File: config.mk
export PLATFORM = sky130hd
export DESIGN_NAME = zx_io_top
export DESIGN_NICKNAME = d
export VERILOG_FILES = /design/src/logic/zx_bus_pkg.sv /design/src/logic/zx_mem_pkg.sv /design/src/logic/io_ports.sv /design/src/logic/memory_pager.sv /design/src/logic/sound_mixer.sv /design/src/logic/zx_io_top.sv
export SDC_FILE = /design/constraint.sdc
export NUM_CORES = 1
export LEC_CHECK = 0
export BUFFER_PORTS_ARGS = -buffer_cell sky130_fd_sc_hd__buf_2
export CAP_MARGIN = 20
export CORE_MARGIN = 4
export CORE_UTILIZATION = 49
export CTS_CLUSTER_SIZE = 14
export DETAILED_ROUTE_END_ITERATION = 8
export PLACE_DENSITY = 0.88
export SETUP_SLACK_MARGIN = 0.4
export SYNTH_ARGS = -nofsm -noshare
export SYNTH_HDL_FRONTEND = slang
export SYNTH_HIERARCHICAL = 1
export SYNTH_SLANG_ARGS = --single-unit
File: constraint.sdc
create_clock -name clk_sys -period 2.4 [get_ports clk_sys]
set_clock_uncertainty 0.05 [all_clocks]
set_input_delay 0.48 -clock clk_sys [delete_from_list [all_inputs] [get_ports clk_sys]]
set_output_delay 0.48 -clock clk_sys [all_outputs]
set_load 0.02 [all_outputs]
File: src/logic/zx_bus_pkg.sv
// ZX bus and audio definitions

package zx_bus_pkg;

	// ========================================================================
	// Bus widths
	// ========================================================================

	typedef logic [15:0] cpu_addr_t;   // Z80 address
	typedef logic [7:0]  cpu_data_t;   // Z80 data byte

	// ULA side
	typedef logic [2:0]  border_t;     // Border colour index

	// Audio output, unsigned
	typedef logic [14:0] audio_t;

	// ========================================================================
	// I/O port decode
	// ========================================================================

	// ULA answers any even port
	localparam int PORT_ULA_BIT = 0;

	// Low address byte of the DAC ports
	localparam cpu_data_t PORT_COVOX = 8'hFB;   // Covox, all four latches
	localparam cpu_data_t PORT_SD_A  = 8'h0F;   // SounDrive left 0
	localparam cpu_data_t PORT_SD_B  = 8'h1F;   // SounDrive left 1
	localparam cpu_data_t PORT_SD_C  = 8'h4F;   // SounDrive right 0
	localparam cpu_data_t PORT_SD_D  = 8'h5F;   // SounDrive right 1

	// ========================================================================
	// Mix scaling
	// ========================================================================

	// Two shifted DAC bytes plus both beeper bits stay below 2^15
	localparam int DAC_SHIFT = 4;
	localparam int EAR_SHIFT = 12;      // Beeper, loudest term
	localparam int MIC_SHIFT = 11;

endpackage

File: src/logic/zx_mem_pkg.sv
// ZX memory model definitions

package zx_mem_pkg;

	// ========================================================================
	// Types
	// ========================================================================

	// 4M byte window seen by the RAM controller
	typedef logic [21:0] ram_addr_t;

	typedef logic [2:0]  mem_mode_t;    // Machine model code
	typedef logic [2:0]  bank_t;        // 16K RAM bank
	typedef logic [3:0]  rom_bank_t;    // 16K ROM page

	// ========================================================================
	// Machine models
	// ========================================================================

	// Codes follow the board's memory menu order
	localparam mem_mode_t MODE_128K  = 3'd0;
	localparam mem_mode_t MODE_48K   = 3'd3;
	localparam mem_mode_t MODE_PLUS3 = 3'd4;

	// ========================================================================
	// RAM address layout
	// ========================================================================

	// Upper half of the window holds the ROM images
	localparam int ROM_BASE_BIT = 21;

	// Banks fixed in the normal paging layout
	localparam bank_t BANK_SCREEN = 3'd5;   // 4000-7FFF
	localparam bank_t BANK_MID    = 3'd2;   // 8000-BFFF

	// RAM pages are bank * 16K, ROM pages sit above ROM_BASE_BIT
	// with the same 16K stride, so only four page bits are needed
	// between the offset and the ROM flag.

endpackage

File: src/logic/io_ports.sv
// ULA and DAC port latches

`timescale 1ns/1ns

module io_ports
	import zx_bus_pkg::*;
(
	input  logic      clk_sys,
	input  logic      reset,

	// CPU bus levels
	input  cpu_addr_t addr,
	input  cpu_data_t data,
	input  logic      io_req,
	input  logic      wr,
	input  logic      m1,

	output logic      io_write_pulse,   // One cycle per I/O write

	// ULA port
	output border_t   border,
	output logic      ear_out,
	output logic      mic_out,

	// Covox and SounDrive latches
	output cpu_data_t dac_l0,
	output cpu_data_t dac_l1,
	output cpu_data_t dac_r0,
	output cpu_data_t dac_r1
);

	logic io_write;
	logic io_write_prev;
	logic ula_sel;
	logic covox_sel;

	// ========================================================================
	// Write edge
	// ========================================================================

	assign io_write = io_req & wr & ~m1;    // Interrupt ack is not a write

	always_ff @(posedge clk_sys) begin
		if (reset)
			io_write_prev <= 1'b0;
		else
			io_write_prev <= io_write;
	end

	// First cycle of the level only, so a held write latches once
	assign io_write_pulse = io_write & ~io_write_prev;

	// ========================================================================
	// Port latches
	// ========================================================================

	assign ula_sel   = ~addr[PORT_ULA_BIT];
	assign covox_sel = (addr[7:0] == PORT_COVOX);

	always_ff @(posedge clk_sys) begin
		if (reset) begin
			border  <= '0;
			ear_out <= 1'b0;
			mic_out <= 1'b0;
			dac_l0  <= '0;
			dac_l1  <= '0;
			dac_r0  <= '0;
			dac_r1  <= '0;
		end else if (io_write_pulse) begin
			if (ula_sel) begin
				border  <= data[2:0];
				ear_out <= data[4];   // Speaker
				mic_out <= data[3];   // Tape out
			end
			// Covox drives all four, SounDrive one each
			if (covox_sel || addr[7:0] == PORT_SD_A) dac_l0 <= data;
			if (covox_sel || addr[7:0] == PORT_SD_B) dac_l1 <= data;
			if (covox_sel || addr[7:0] == PORT_SD_C) dac_r0 <= data;
			if (covox_sel || addr[7:0] == PORT_SD_D) dac_r1 <= data;
		end
	end

endmodule

File: src/logic/memory_pager.sv
// 128K and +3 memory paging

`timescale 1ns/1ns

module memory_pager
	import zx_bus_pkg::*;
	import zx_mem_pkg::*;
(
	input  logic      clk_sys,
	input  logic      reset,
	input  mem_mode_t mem_mode,         // Sampled during reset

	// CPU bus levels
	input  cpu_addr_t addr,
	input  cpu_data_t data,
	input  logic      mem_req,
	input  logic      wr,
	input  logic      io_write_pulse,

	output ram_addr_t ram_addr,
	output logic      ram_we
);

	logic      is_48k;
	logic      is_plus3;
	cpu_data_t page_7ffd;
	cpu_data_t page_1ffd;

	logic      page_disable;
	logic      write_7ffd;
	logic      write_1ffd;
	logic      special;
	logic [1:0] special_cfg;
	logic      rom_sel;
	rom_bank_t rom_page;
	bank_t     bank;

	// ========================================================================
	// Paging registers
	// ========================================================================

	// 48K has no paging at all, bit 5 locks it until reset
	assign page_disable = is_48k | page_7ffd[5];

	// Partial decode as on the real machines
	assign write_7ffd = ~addr[15] & ~addr[1] & (addr[14] | ~is_plus3) & ~page_disable;
	assign write_1ffd = is_plus3 & ~page_disable & ~addr[15] & ~addr[14] & ~addr[13]
		& addr[12] & ~addr[1];

	always_ff @(posedge clk_sys) begin
		if (reset) begin
			case (mem_mode)
				MODE_48K:   {is_48k, is_plus3} <= 2'b10;
				MODE_PLUS3: {is_48k, is_plus3} <= 2'b01;
				MODE_128K:  {is_48k, is_plus3} <= 2'b00;
				default:    {is_48k, is_plus3} <= 2'b00;   // Treated as 128K
			endcase
			page_7ffd <= '0;
			page_1ffd <= '0;
		end else if (io_write_pulse) begin
			if (write_7ffd)
				page_7ffd <= data;
			else if (write_1ffd)
				page_1ffd <= data;
		end
	end

	// ========================================================================
	// Address map
	// ========================================================================

	assign special     = page_1ffd[0];      // +3 all-RAM layouts
	assign special_cfg = page_1ffd[2:1];

	// ROM page numbering of the combined ROM image
	assign rom_page = is_plus3 ? {2'b01, page_1ffd[2], page_7ffd[4]}
		: {is_48k, 2'b01, is_48k | page_7ffd[4]};

	always_comb begin
		rom_sel = 1'b0;
		bank    = page_7ffd[2:0];
		if (special) begin
			case (addr[15:14])
				2'd0:    bank = (special_cfg == 2'd0) ? 3'd0 : 3'd4;
				2'd1:    bank = (special_cfg == 2'd0) ? 3'd1
					: (special_cfg == 2'd3) ? 3'd7 : 3'd5;
				2'd2:    bank = (special_cfg == 2'd0) ? 3'd2 : 3'd6;
				default: bank = (special_cfg == 2'd1) ? 3'd7 : 3'd3;
			endcase
		end else begin
			case (addr[15:14])
				2'd0:    rom_sel = 1'b1;
				2'd1:    bank = BANK_SCREEN;
				2'd2:    bank = BANK_MID;
				default: bank = page_7ffd[2:0];   // Switchable top bank
			endcase
		end
	end

	always_comb begin
		ram_addr       = '0;
		ram_addr[13:0] = addr[13:0];    // Offset inside the 16K page
		if (rom_sel) begin
			ram_addr[ROM_BASE_BIT] = 1'b1;
			ram_addr[17:14]        = rom_page;
		end else begin
			ram_addr[16:14] = bank;
		end
	end

	// ROM area is read only unless RAM is mapped there
	assign ram_we = mem_req & wr & (special | addr[15] | addr[14]);

endmodule

File: src/logic/sound_mixer.sv
// Beeper and DAC audio mix

`timescale 1ns/1ns

module sound_mixer
	import zx_bus_pkg::*;
(
	input  logic      clk_sys,
	input  logic      reset,

	input  cpu_data_t dac_l0,
	input  cpu_data_t dac_l1,
	input  cpu_data_t dac_r0,
	input  cpu_data_t dac_r1,
	input  logic      ear_out,
	input  logic      mic_out,

	output audio_t    audio_l,
	output audio_t    audio_r
);

	// Peak is 14304, well inside 15 bits
	function automatic audio_t channel_mix(input cpu_data_t dac_a, input cpu_data_t dac_b,
		input logic ear, input logic mic);
		channel_mix = (audio_t'(dac_a) << DAC_SHIFT) + (audio_t'(dac_b) << DAC_SHIFT)
			+ (audio_t'(ear) << EAR_SHIFT) + (audio_t'(mic) << MIC_SHIFT);
	endfunction

	always_ff @(posedge clk_sys) begin
		if (reset) begin
			audio_l <= '0;
			audio_r <= '0;
		end else begin
			audio_l <= channel_mix(dac_l0, dac_l1, ear_out, mic_out);
			audio_r <= channel_mix(dac_r0, dac_r1, ear_out, mic_out);   // Beeper on both
		end
	end

endmodule

File: src/logic/zx_io_top.sv
// ZX Spectrum I/O and paging core

`timescale 1ns/1ns

module zx_io_top
	import zx_bus_pkg::*;
	import zx_mem_pkg::*;
(
	input  logic      clk_sys,
	input  logic      reset,
	input  mem_mode_t mem_mode,

	// Z80 bus, active high levels
	input  cpu_addr_t addr,
	input  cpu_data_t data,
	input  logic      mem_req,
	input  logic      io_req,
	input  logic      rd,
	input  logic      wr,
	input  logic      m1,

	// RAM side
	output ram_addr_t ram_addr,
	output logic      ram_we,

	// ULA
	output border_t   border,
	output logic      ear_out,
	output logic      mic_out,

	output audio_t    audio_l,
	output audio_t    audio_r
);

	logic      io_write_pulse;
	cpu_data_t dac_l0;
	cpu_data_t dac_l1;
	cpu_data_t dac_r0;
	cpu_data_t dac_r1;

	// ========================================================================
	// Blocks
	// ========================================================================

	io_ports u_io_ports (
		.clk_sys        (clk_sys),
		.reset          (reset),
		.addr           (addr),
		.data           (data),
		.io_req         (io_req),
		.wr             (wr),
		.m1             (m1),
		.io_write_pulse (io_write_pulse),
		.border         (border),
		.ear_out        (ear_out),
		.mic_out        (mic_out),
		.dac_l0         (dac_l0),
		.dac_l1         (dac_l1),
		.dac_r0         (dac_r0),
		.dac_r1         (dac_r1)
	);

	memory_pager u_memory_pager (
		.clk_sys        (clk_sys),
		.reset          (reset),
		.mem_mode       (mem_mode),
		.addr           (addr),
		.data           (data),
		.mem_req        (mem_req),
		.wr             (wr),
		.io_write_pulse (io_write_pulse),   // Shares the ULA write edge
		.ram_addr       (ram_addr),
		.ram_we         (ram_we)
	);

	sound_mixer u_sound_mixer (
		.clk_sys (clk_sys),
		.reset   (reset),
		.dac_l0  (dac_l0),
		.dac_l1  (dac_l1),
		.dac_r0  (dac_r0),
		.dac_r1  (dac_r1),
		.ear_out (ear_out),
		.mic_out (mic_out),
		.audio_l (audio_l),
		.audio_r (audio_r)
	);

endmodule

# --- Word level (Yosys, flattened, before mapping) ---
# Index checks and enable logic that the tools add are counted.
word_totals:
  word_cells: 89
  output_inout_bits: 58
  memories: 0
  regBits: 79
  romBits: 0
  ram_bits: 0
  inputBits: 34
  latch_bits: 0
classes:
  reduce_logical: 13
  eq_ne: 11
  magnitude_cmp: 0
  n_addsub: 6
  n_mux: 16
  mul: 0
  div: 0
  n_shift: 0
  bitwise: 29
op_table:
  columns: ["operator", "count"]
  rows:
  - ["12-bit by 12-bit adder with 13-bit output", 2]
  - ["3-bit 2-to-1 mux", 6]
  - ["8-bit by 7-bit == test with 1-bit output (second input constant)", 2]
  - ["14-bit by 12-bit adder with 15-bit output", 1]
  - ["15-bit by 12-bit adder with 15-bit output", 1]
  - ["15-bit by 13-bit adder with 15-bit output", 1]
  - ["13-bit by 13-bit adder with 14-bit output", 1]
  - ["1-bit AND", 14]
  - ["2-bit AND reduction", 6]
  - ["1-bit NOT", 10]
  - ["3-bit case mux with 3 select lines", 1]
  - ["8-bit by 4-bit == test with 1-bit output (second input constant)", 1]
  - ["8-bit by 5-bit == test with 1-bit output (second input constant)", 1]
  - ["8-bit == test (second input constant)", 1]
  - ["1-bit 2-to-1 mux", 6]
  - ["3-bit case mux with 2 select lines", 1]
  - ["1-bit bitwise OR", 5]
  - ["2-bit by 1-bit == test with 1-bit output (second input constant)", 2]
  - ["2-bit == test (second input constant)", 2]
  - ["2-bit zero test", 2]
  - ["1-bit logical OR", 4]
  - ["4-bit 2-to-1 mux", 1]
  - ["3-bit by 2-bit == test with 1-bit output (second input constant)", 1]
  - ["3-bit == test (second input constant)", 1]
  - ["2 further kinds", 2]

# --- Logic depth before layout (Yosys ltp) ---
# Gate-level depths: netlist of the first run.
depth:
  ltp_word: 9
  depth_mapped: 9
  ltp_nobuf: 9

# --- Hierarchy ---
# The synthesis of the first run kept the hierarchy.
by_module_without_submodules:
  columns: ["mod", "area_each_um2", "instances", "cells_each", "seq_area_each_um2"]
  rows:
  - ["io_ports", 1560.2, 1, 148, 760.7]
  - ["sound_mixer", 1391.3, 1, 148, 420.4]
  - ["memory_pager", 810.8, 1, 88, 220.2]

# --- Worst setup path after synthesis of the first run ---
# No wires, ideal clock.
synth_timing:
  path_type: "flip-flop to flip-flop"
  startpoint: "register u_io_ports.dac_r0[0]"
  endpoint: "register u_sound_mixer.audio_r[13]"
  required_ns: 2.227
  n_path_buf: 0
  stages_incl_launch_ff: 10
  period_less_slack_ns: 2.537
  setup_slack_ns: -0.137
  setup_time_ns: 0.123
  arrival_time_ns: 2.363
  path_cell_list: "dfxtp_1 > ha_1 > fa_1 > a211oi_2 > nor2_1 > a221o_1 > xor2_1 > ha_1 > nor2b_1 > mux2_1"
synth_via:
  elab_chain_cells: 3
synth_rtl:
  columns: ["element", "line", "source"]
  rows:
  - ["start: declaration", "io_ports.sv:28", "output cpu_data_t dac_r0,"]
  - ["start signal: assignment", "io_ports.sv:78", "if (covox_sel || addr[7:0] == PORT_SD_C) dac_r0 <= data;"]
  - ["12-bit by 12-bit adder with 13-bit output", "sound_mixer.sv:25", "channel_mix = (audio_t'(dac_a) << DAC_SHIFT) + (audio_t'(dac_b) << DAC_SHIFT)"]
  - ["13-bit by 13-bit adder with 14-bit output", "sound_mixer.sv:26", "+ (audio_t'(ear) << EAR_SHIFT) + (audio_t'(mic) << MIC_SHIFT);"]
  - ["14-bit by 12-bit adder with 15-bit output", "sound_mixer.sv:26", null]
  - ["end signal: assignment", "sound_mixer.sv:35", "audio_r <= channel_mix(dac_r0, dac_r1, ear_out, mic_out);"]
  - ["end: declaration", "sound_mixer.sv:19", "output audio_t audio_r"]
# No other way between the ends.
# A chain may end at the register's enable or synchronous reset.

# --- Worst setup path in the final report of the first run ---
layout_timing:
  startpoint: "register u_io_ports.dac_r1[0]"
  endpoint: "register u_sound_mixer.audio_r[13]"
layout_via:
  elab_chain_cells: 3
layout_rtl:
  columns: ["element", "line", "source"]
  rows:
  - ["start: declaration", "io_ports.sv:29", "output cpu_data_t dac_r1"]
  - ["start signal: assignment", "io_ports.sv:79", "if (covox_sel || addr[7:0] == PORT_SD_D) dac_r1 <= data;"]
  - ["12-bit by 12-bit adder with 13-bit output", "sound_mixer.sv:25", null]
  - ["13-bit by 13-bit adder with 14-bit output", "sound_mixer.sv:26", null]
  - ["14-bit by 12-bit adder with 15-bit output", "sound_mixer.sv:26", null]
# No other way between the ends.

==> metrics.txt, run 1 <==
Clock Path Buffers=2; Yosys Warn Count=6; fin area=0.00483 sq mm; Reg clk slew, reported paths=0.07 ns; kind of critical path=reg2reg; Worst Path Max Fanout=2; DRC viols=0; Post-DP HPWL=5850 microns; final WL=9560 microns; FF+latch count, synth=69; DP Cell Count=528; wire length per cell=17.1 microns; CP max stage delay=0.37 ns; failing checks=setup timing; layout cell share with drive strength beyond 1=40.0%; total gr overflow=0; Unique masters post-synth=66; Syn Inst Count=384; P_leak=2.07 nW; DR vias/cell=5.54; Total Power=2.39 mW; CP Launch Type=flop; Worst slew margin=43.6%; Worst Path Buf+Inv=0; final setup violation count=1; crit-path leading delay family=adder cells; Max VDD drop=0.319 mV; I/O pins=92; Final nets=515; worst slew pin tran=0.847 ns; Finished Layout Cells=559; Critical-path top delay cell=fa_2; CTS Hold Buffers Added=0; hold crit path type=in2reg; First DRT Iteration DRCs=180; Clk Latency, worst-skew pair=0.35 ns; status=finished, violations left; final core utilization=65.5%; FF/Latch Area=0.00142 sq mm; CTS Buf Count=9; Buffers on Ports=70; cell area power density=494 mW/mm^2; Slew Limit Fails=0; ys flop type=dfxtp_1; Num Clock Sinks=69; largest net degree at the start of global routing=50; Root Buffer=clkbuf_8; Via Count=3096; period utilization=102%; initial antenna violation count=0; Die Y=95.6 microns; die area=0.00914 sq mm; RD Place Congestion=0.849; chip width=95.6 microns; Rows=31; Inserted Diodes=0; worst path cell trace=ha_4, fa_2, a211oi_2, nor2_1, a221o_1, xor2_1, ha_2, nor2b_1, mux2_4; first-pass GRT wire length=14600 microns; Area after DPL=0.00411 sq mm; Fillers=528; layout overhead on the synthesized area=28.3%; maxcap violations=0; sequential-to-total area share from yosys stat=37.2%; Core Area=0.00737 sq mm; syn avg cell area=9.80 sq um; async set-reset flop share out of synthesis=0%; fin crit period=2.46 ns; # H-tree levels=3; CTS tree=done; Total Routing Usage GR=20.8%; Syn Std Cell Area=0.00376 sq mm; Initial Util=51.1%; setup ws final=-0.0554 ns; Post-DRT Antenna Nets=0; f_max=407 MHz; RSZ-0062 raised after global routing=yes; DRT Pass-1 Iters=4; CP required=2.59 ns; Final Hold Viols=0; vias in the first global route=3085; CP endpoint kind=flop; area of the multi-input gates=0.00243 sq mm; arrival time worst endpoint=2.65 ns; number of synthesized flops with an enable pin=2
[logic make-up after synthesis]
logic type	after synthesis	synth area share (%)
simple gates	137	23.8
flops	69	37.2
compound gates	65	12.2
buf+inv	51	8.48
fa+ha+maj	26	9.25
mux	25	6.78
xor+xnor	9	2.10
other cells	2	0.200
[worst reg2reg max path: stages (launching register included)]
cell	delay, ns
dfxtp_2	0.34
ha_4	0.16
fa_2	0.37
a211oi_2	0.24
nor2_1	0.10
a221o_1	0.35
xor2_1	0.15
ha_2	0.19
nor2b_1	0.12
mux2_4	0.28
[placed cells by master, fill, tap and decap left out, types with 3 or more instances in the layout]
master / n
nand3_1: 5
ha_4: 12
nor3_1: 7
fa_2: 3
conb_1: 12
nor2b_2: 3
inv_1: 7
dfxtp_2: 11
buf_6: 8
nor3b_1: 3
o21ai_1: 23
a21oi_2: 5
o21ai_0: 3
o21ai_2: 3
nand2_1: 9
ha_2: 4
ha_1: 7
nand3b_1: 25
mux2i_1: 20
nor4b_1: 3
clkbuf_8: 11
o2111ai_2: 4
a21o_1: 3
mux2_4: 3
buf_12: 3
xnor2_1: 7
dfxtp_1: 54
buf_4: 16
a21oi_1: 3
nand2b_1: 29
buf_2: 65
nor2_1: 19
nor2b_1: 12
[synthesized netlist by cell type (2+ instances only)]
master | n | area [sq um]
dfxtp_1 | 67 | 1340
nand2b_1 | 29 | 181
buf_4 | 27 | 203
nand3b_1 | 25 | 188
ha_1 | 23 | 288
o21ai_1 | 23 | 115
mux2i_1 | 21 | 210
nor2_1 | 19 | 71.3
nor2b_1 | 16 | 100
inv_1 | 9 | 33.8
nand2_1 | 9 | 33.8
clkbuf_1 | 8 | 30.0
nor3_1 | 8 | 40.0
xnor2_1 | 8 | 70.1
a21oi_1 | 7 | 35.0
nand3_1 | 6 | 30.0
o21ai_0 | 5 | 25.0
o2111ai_1 | 4 | 35.0
a21o_1 | 3 | 22.5
buf_2 | 3 | 15.0
buf_6 | 3 | 33.8
fa_1 | 3 | 60.1
mux2_2 | 3 | 33.8
nor3b_1 | 3 | 22.5
nor4b_1 | 3 | 26.3
o2111ai_2 | 3 | 45.0
and2_1 | 2 | 12.5
and3_1 | 2 | 12.5
and4b_1 | 2 | 20.0
conb_1 | 2 | 7.51
edfxtp_1 | 2 | 60.1
o21bai_1 | 2 | 15.0
[layout make-up]
cell class | count | area share [%]
well taps | 99 | 2.57
flip-flops and latches | 69 | 29.5
inverters | 9 | 1.01
clock inverters | 4 | 0.985
repair buffers | 92 | 12.3
clock buffers | 12 | 3.21
multi-input cells | 274 | 50.4
[worst paths after layout]
check,start,end,slack [ns],depth (start not counted)
max reg2reg,u_io_ports/dac_r1[0],u_sound_mixer/audio_r[13],-0.06,9
max,u_io_ports/dac_r1[0],u_sound_mixer/audio_r[13],-0.06,9
min reg2reg,u_memory_pager/page_7ffd[1],u_memory_pager/page_7ffd[1],0.42,2
min,m1,u_io_ports/io_write_prev,0.25,2
[where the power goes]
group	internal, mW	switching, mW	total, mW
Clock	0.533	0.442	0.975
Sequential	1.15	0.00741	1.16
Combinational	0.106	0.142	0.249
Total	1.79	0.591	2.39
[per-stage QoR]
stage | setup WS [ns] | setup TNS, ns | hold slack, ns
final | -0.0554 | -0.0554 | 0.247
after global routing | -0.140 | -0.149 | 0.249
after CTS | -0.0557 | -0.0557 | 0.238
after detailed placement | -0.0557 | -0.105 | 0.414
after global placement | -0.00432 | -0.00432 | 0.411
after floorplan | 0.0700 | 0 | 0.394
[layer usage]
metal / part of all wire (%) / wire length [microns] / up-vias / GRT usage, %
met3: 6.0 / 576 / 24 / 4.81
li1: - / - / 1473 / -
met1: 37 / 3560 / 1494 / 22.4
met4: 2.7 / 254 / 0 / 10.7
met5: 0 / 0 / - / 0
met2: 54 / 5170 / 105 / 37.7
[repair_timing]
item / CTS / global route
setup endpoints to repair: 11 / 13
hold endpoints to repair: 0 / 0
cloned: 0 / 0
setup buffers: 13 / 2
pin swaps: 20 / 19
resized for setup: 59 / 24
[state kept, by name, summed over array words and instances, names as in the netlist]
| signal | count |
|---|---|
| u_io_ports/border | 3 |
| u_io_ports/dac_l0 | 8 |
| u_io_ports/dac_l1 | 8 |
| u_io_ports/dac_r0 | 8 |
| u_io_ports/dac_r1 | 8 |
| u_io_ports/ear_out | 1 |
| u_io_ports/io_write_prev | 1 |
| u_io_ports/mic_out | 1 |
| u_memory_pager/is_48k | 1 |
| u_memory_pager/is_plus3 | 1 |
| u_memory_pager/page_1ffd | 3 |
| u_memory_pager/page_7ffd | 5 |
| u_sound_mixer/audio_l | 10 |
| u_sound_mixer/audio_r | 11 |
No activity file was read; power rests on OpenSTA's default activity.
==> run 2, diff against run 1 <==
--- a/config.mk
+++ b/config.mk
@@ -5,7 +5,7 @@
 export SDC_FILE = /design/constraint.sdc
 export NUM_CORES = 1
 export LEC_CHECK = 0
-export BUFFER_PORTS_ARGS = -buffer_cell sky130_fd_sc_hd__buf_2
+export BUFFER_PORTS_ARGS = -buffer_cell sky130_fd_sc_hd__buf_4
 export CAP_MARGIN = 20
 export CORE_MARGIN = 4
 export CORE_UTILIZATION = 49
==> run 2 against run 1 <==
Compared with the run above:
- first-iteration DRC count fell by 5.0%
- clock power fell by 17%
- via count fell by 1.5%
- global-route usage is 1.2 points lower
- the run still ends with setup timing left
- sequential share of layout area decreased by 0.61 points
- routed wire length is 6.3% lower
- design area up 1.9%
- largest power group unchanged
==> metrics.txt, run 2 (same netlist as run 1, synthesis figures left out) <==
WHS Path Cells=2; most common cell after layout, fill and taps aside=buf_4; CP required=2.58 ns; Worst Path Max Fanout=2; crit-path leading delay family=adder cells; area of the multi-input gates=0.00236 sq mm; depth of the worst register-to-register path=9; Core Area=0.00737 sq mm; First DRT Iteration DRCs=171; largest register by flop count=u_sound_mixer/audio_r; final WL=8950 microns; DP Cell Count=529; Post-DP HPWL=5970 microns; die area=0.00914 sq mm; CP max stage delay=0.37 ns; Total Routing Usage GR=19.7%; initial antenna violation count=0; Inserted Diodes=0; Max VDD drop=0.326 mV; kind of critical path=reg2reg; P_leak=2.12 nW; period utilization=104%; CP Launch Type=flop; Buffers on Ports=70; Post-DRT Antenna Nets=0; wire length per cell=15.8 microns; FF-to-FF setup slack=-0.09 ns; commonest non-fill, non-tap cells in the layout=buf_4 (87), dfxtp_1 (54), nand2b_1 (29); Final Hold Viols=0; Clk Latency, worst-skew pair=0.34 ns; Worst slew margin=47.7%; worst hold margin=0.262 ns; Via Count=3050; DRT Pass-1 Iters=5; launching point of the worst reg2reg path=u_io_ports/dac_r1[0]; layout cell share with drive strength beyond 1=39.1%; f_max=402 MHz; setup ws final=-0.0855 ns; Largest regs=u_sound_mixer/audio_r (11), u_sound_mixer/audio_l (10); final setup violation count=1; I/O pins=92; Worst Path Buf+Inv=0; status=finished, violations left; Reg clk slew, reported paths=0.08 ns; maxcap violations=0; Slew Limit Fails=0; CTS Buf Count=9; Critical-path top delay cell=fa_2; # H-tree levels=3; Fillers=533; fin crit period=2.49 ns; worst slew pin tran=0.785 ns; Num Clock Sinks=69; largest net degree at the start of global routing=88; hold endpoint=u_io_ports/io_write_prev; Hold Path Origin=m1; worst path cell trace=ha_4, fa_2, a211oi_2, nor2_1, a221o_1, xor2_1, ha_2, nor2b_1, mux2_4; DRC viols=0; RSZ-0062 raised after global routing=yes; worst reg2reg path endpoint=u_sound_mixer/audio_r[13]; FF/Latch Area=0.00142 sq mm; Root Buffer=clkbuf_8; Clock Path Buffers=2; total gr overflow=0; CTS tree=done; hold crit path type=in2reg; DR vias/cell=5.40; Die Y=95.6 microns; layout overhead on the synthesized area=30.8%; max reg flops=11; failing checks=setup timing; Initial Util=51.1%; Rows=31; cell area power density=455 mW/mm^2; CP endpoint kind=flop; CTS Hold Buffers Added=0; post-placement worst setup slack=-0.0441 ns; Finished Layout Cells=565; first-pass GRT wire length=14000 microns; vias in the first global route=3072; RD Place Congestion=0.823; chip width=95.6 microns; arrival time worst endpoint=2.67 ns; Final nets=521
-- run 2: power breakdown --
part	total, mW	switching [mW]	leakage [nW]	internal, mW
combinational	0.264	0.141	1.46	0.122
sequential	1.16	0.00707	0.566	1.16
clock	0.814	0.414	0.0901	0.400
-- run 2: layer usage --
metal | part of all wire [%] | track usage [%] | up-vias
met5 | 0 | 0 | -
met2 | 53 | 36.8 | 114
met4 | 4.2 | 10.2 | 0
li1 | - | - | 1477
met1 | 37 | 19.9 | 1423
met3 | 6.1 | 4.74 | 36
-- run 2: how the worst max path moves through the flow --
stage / start / end / depth (start not counted)
after floorplan: u_io_ports/dac_r1[0] / u_sound_mixer/audio_r[13] / 9
after global placement: u_io_ports/dac_r1[0] / u_sound_mixer/audio_r[13] / 9
after detailed placement: u_io_ports/dac_r1[0] / u_sound_mixer/audio_r[13] / 9
after CTS: u_io_ports/dac_r1[0] / u_sound_mixer/audio_r[13] / 9
after global routing: u_io_ports/dac_r1[0] / u_sound_mixer/audio_r[13] / 9
final: u_io_ports/dac_r1[0] / u_sound_mixer/audio_r[13] / 9
-- run 2: area by class of cell --
type / instances / area share (%)
multi-input combinational: 274 / 48.0
sequential: 69 / 28.9
timing repair buffer: 98 / 16.1
clock buffer: 12 / 2.95
tap: 99 / 2.52
inverter: 9 / 1.09
clock inverter: 4 / 0.483
-- run 2: metrics by stage --
step / utilization, % / instance area, sq um / setup TNS (ns) / power [mW]
5_1_grt: 66.8 / 4920 / -0.256 / 2.31
6_report: 66.8 / 4920 / -0.0855 / 2.24
4_1_cts: 65.8 / 4850 / -0.0434 / 2.25
3_5_place_dp: 58.1 / 4280 / -0.0441 / 1.41
3_3_place_gp: 58.1 / 4280 / -0.0113 / 1.41
2_1_floorplan: - / 3850 / 0 / 1.35
-- run 2: worst register-to-register path, stage by stage (launching register included) --
cell	delay (ns)
dfxtp_2	0.34
ha_4	0.16
fa_2	0.37
a211oi_2	0.26
nor2_1	0.10
a221o_1	0.35
xor2_1	0.16
ha_2	0.19
nor2b_1	0.12
mux2_4	0.28
-- run 2: repair_timing --
action | in CTS | in global routing
endpoints found under the setup margin | 9 | 12
setup buffers | 19 | 1
pin swaps | 24 | 19
resized for setup | 53 | 16
==> run 3, diff against run 2 <==
--- a/config.mk
+++ b/config.mk
@@ -5,6 +5,7 @@
 export SDC_FILE = /design/constraint.sdc
 export NUM_CORES = 1
 export LEC_CHECK = 0
+export ABC_AREA = 1
 export BUFFER_PORTS_ARGS = -buffer_cell sky130_fd_sc_hd__buf_4
 export CAP_MARGIN = 20
 export CORE_MARGIN = 4
==> run 3 against run 2 <==
Compared with the run above:
- the run now ends clean
- design area is 0.86% higher
- hold slack better by 0.0042 ns
- register-to-register slack better by 0.39 ns
- flip-flop and latch count stayed put
- clock-buffer cell count is 3 lower
- final cell count is 29% higher
- total power is 11% higher
- fmax is 18% higher
- critical endpoint is now u_sound_mixer/audio_l[12]
- combinational power hardly changed
- largest cell class unchanged
- core utilization is 3.2 points lower
==> metrics.txt, run 3 <==
Final nets=683; dominant cell type by area after synthesis=dfxtp_1; Core Area=0.00781 sq mm; CP Launch Type=flop; DRT Pass-1 Iters=6; share of the synthesized area in the top cell type=33.9%; Slew Limit Fails=0; f_max=477 MHz; hold endpoint=u_io_ports/io_write_prev; final setup violation count=0; Initial Util=50.7%; RD Place Congestion=0.869; Root Buffer=clkbuf_8; CP required=2.64 ns; wire length per cell=13.9 microns; FF-to-FF setup slack=0.30 ns; maxcap violations=0; worst reg2reg path endpoint=u_sound_mixer/audio_l[12]; First DRT Iteration DRCs=300; Largest regs=u_sound_mixer/audio_r (11), u_sound_mixer/audio_l (10); Unique masters post-synth=35; largest register by flop count=u_sound_mixer/audio_r; Buffers on Ports=70; launching point of the worst reg2reg path=u_io_ports/dac_l0[4]; count leader, synth=nand2_1; Area after DPL=0.00440 sq mm; WHS Path Cells=2; Post-DP HPWL=6900 microns; largest net degree at the start of global routing=71; depth of the worst register-to-register path=9; Syn Std Cell Area=0.00396 sq mm; Clock Path Buffers=2; RSZ-0062 raised after global routing=yes; fin crit period=2.10 ns; CTS Buf Count=9; Worst Path Max Fanout=4; Final Hold Viols=0; I/O pins=92; vias in the first global route=3779; most common cell after layout, fill and taps aside=nand2_1; Inserted Diodes=0; max reg flops=11; Reg clk slew, reported paths=0.08 ns; layout cell share with drive strength beyond 1=27.7%; period utilization=87.4%; async set-reset flop share out of synthesis=0%; die area=0.00959 sq mm; top post-synthesis cells by area=dfxtp_1 (34%), nand2_1 (12%), nor2_1 (8.0%); Hold Path Origin=m1; Via Count=3859; CTS Hold Buffers Added=0; Max VDD drop=0.395 mV; Total Routing Usage GR=20.8%; Clk Latency, worst-skew pair=0.35 ns; DRC viols=0; chip width=97.9 microns; P_leak=2.35 nW; CP endpoint kind=flop; cell area power density=500 mW/mm^2; kind of critical path=reg2reg; Yosys Warn Count=6; # H-tree levels=3; ys flop type=dfxtp_1; fin area=0.00496 sq mm; Post-DRT Antenna Nets=0; setup ws final=0.301 ns; hold crit path type=in2reg; status=finished, final reports clean; sequential-to-total area share from yosys stat=35.4%; setup TNS=0 ns; total gr overflow=0; first-pass GRT wire length=16700 microns; number of synthesized flops with an enable pin=2; arrival time worst endpoint=2.34 ns; commonest cells in the netlist=nand2_1 (122), nor2_1 (84), dfxtp_1 (67), inv_1 (58), nand3_1 (57); commonest non-fill, non-tap cells in the layout=nand2_1 (117), nor2_1 (82), buf_4 (76); initial antenna violation count=0; Num Clock Sinks=69; Rows=32; syn avg cell area=7.04 sq um; final WL=10100 microns; post-placement worst setup slack=0.232 ns; Die Y=97.9 microns; CTS tree=done; Syn Inst Count=563; DR vias/cell=5.29; FF+latch count, synth=69; layout overhead on the synthesized area=25.3%; final core utilization=63.6%
[run 3: changes by cell type in the layout (fill, tap and decap cells not counted), sizes merged, moves of 6 or more]
| cell | before | now |
|---|---|---|
| buf | 98 | 80 |
| nor2 | 19 | 93 |
| nand3b | 26 | 0 |
| o21ai | 29 | 6 |
| nand2b | 29 | 0 |
| a21oi | 8 | 57 |
| nor2b | 16 | 0 |
| xnor2 | 8 | 1 |
| inv | 8 | 61 |
| mux2i | 21 | 0 |
| nor3 | 8 | 2 |
| nand2 | 9 | 129 |
| o2111ai | 7 | 1 |
| nand3 | 6 | 61 |
[run 3: layer usage]
metal  vias to the layer above  wire length, microns  share of wire, %  track usage, %
met5                         -                     0                 0               0
met4                         0                   312               3.1            8.84
met3                        35                   732               7.2            5.64
met2                       167                  5040                50            37.2
met1                      1773                  4050                40            23.0
li1                       1884                     -                 -               -
[run 3: power by group]
part	switching, mW	internal [mW]
Combinational	0.168	0.0941
Clock	0.469	0.589
Sequential	0.00642	1.16
Total	0.643	1.84
[run 3: cell type report]
cell class | instances | area (sq um)
clock buffer | 9 | 124
clock inverter | 7 | 96.3
fill | 633 | 2840
inverter | 60 | 230
multi-input combinational | 403 | 2330
sequential | 69 | 1430
tap | 102 | 128
timing repair buffer | 80 | 628
[run 3: worst max-delay path by stage]
stage | cells past startpoint | start | end | slack [ns]
floorplan | 9 | u_io_ports/dac_l1[4] | u_sound_mixer/audio_l[12] | 0.41
global placement | 9 | addr[15] | ram_addr[15] | 0.28
detailed placement | 13 | u_io_ports/dac_r0[0] | u_sound_mixer/audio_r[13] | 0.23
CTS | 10 | u_io_ports/dac_l0[1] | u_sound_mixer/audio_l[12] | 0.36
global route | 10 | u_io_ports/dac_l0[3] | u_sound_mixer/audio_l[12] | 0.24
finish | 9 | u_io_ports/dac_l0[4] | u_sound_mixer/audio_l[12] | 0.30
[run 3: stage by stage]
| step | hold slack, ns | std cells | total power [mW] |
|---|---|---|---|
| 6_report | 0.266 | 730 | 2.48 |
| 5_1_grt | 0.271 | 730 | 2.56 |
| 4_1_cts | 0.264 | 725 | 2.48 |
| 3_5_place_dp | 0.415 | 706 | 1.44 |
| 3_3_place_gp | 0.415 | 706 | 1.43 |
| 2_1_floorplan | 0.405 | 573 | 1.37 |
[run 3: kinds of logic after synthesis]
group	after synthesis	share of synthesized area [%]
and+or+nand+nor	290	32.1
buffers and inverters	101	12.7
AOI/OAI and AO/OA	72	10.1
DFF	69	35.4
adders and majority gates	26	8.78
xor gates and xnor gates	3	0.663
other	2	0.190
[run 3: what timing repair did]
item                       in CTS  in global routing
resized for setup              24                 40
setup buffers                   3                  5
setup endpoints to repair       7                  7
pin swaps                       3                 11
[run 3: worst max-delay path, stage by stage (launching register included)]
cell and delay [ns]:
dfxtp_2 0.34, ha_4 0.25, a21o_1 0.18, a21boi_2 0.15
nand2_2 0.09, xor2_2 0.16, ha_2 0.19, fa_1 0.50
inv_1 0.04, nor2_1 0.09
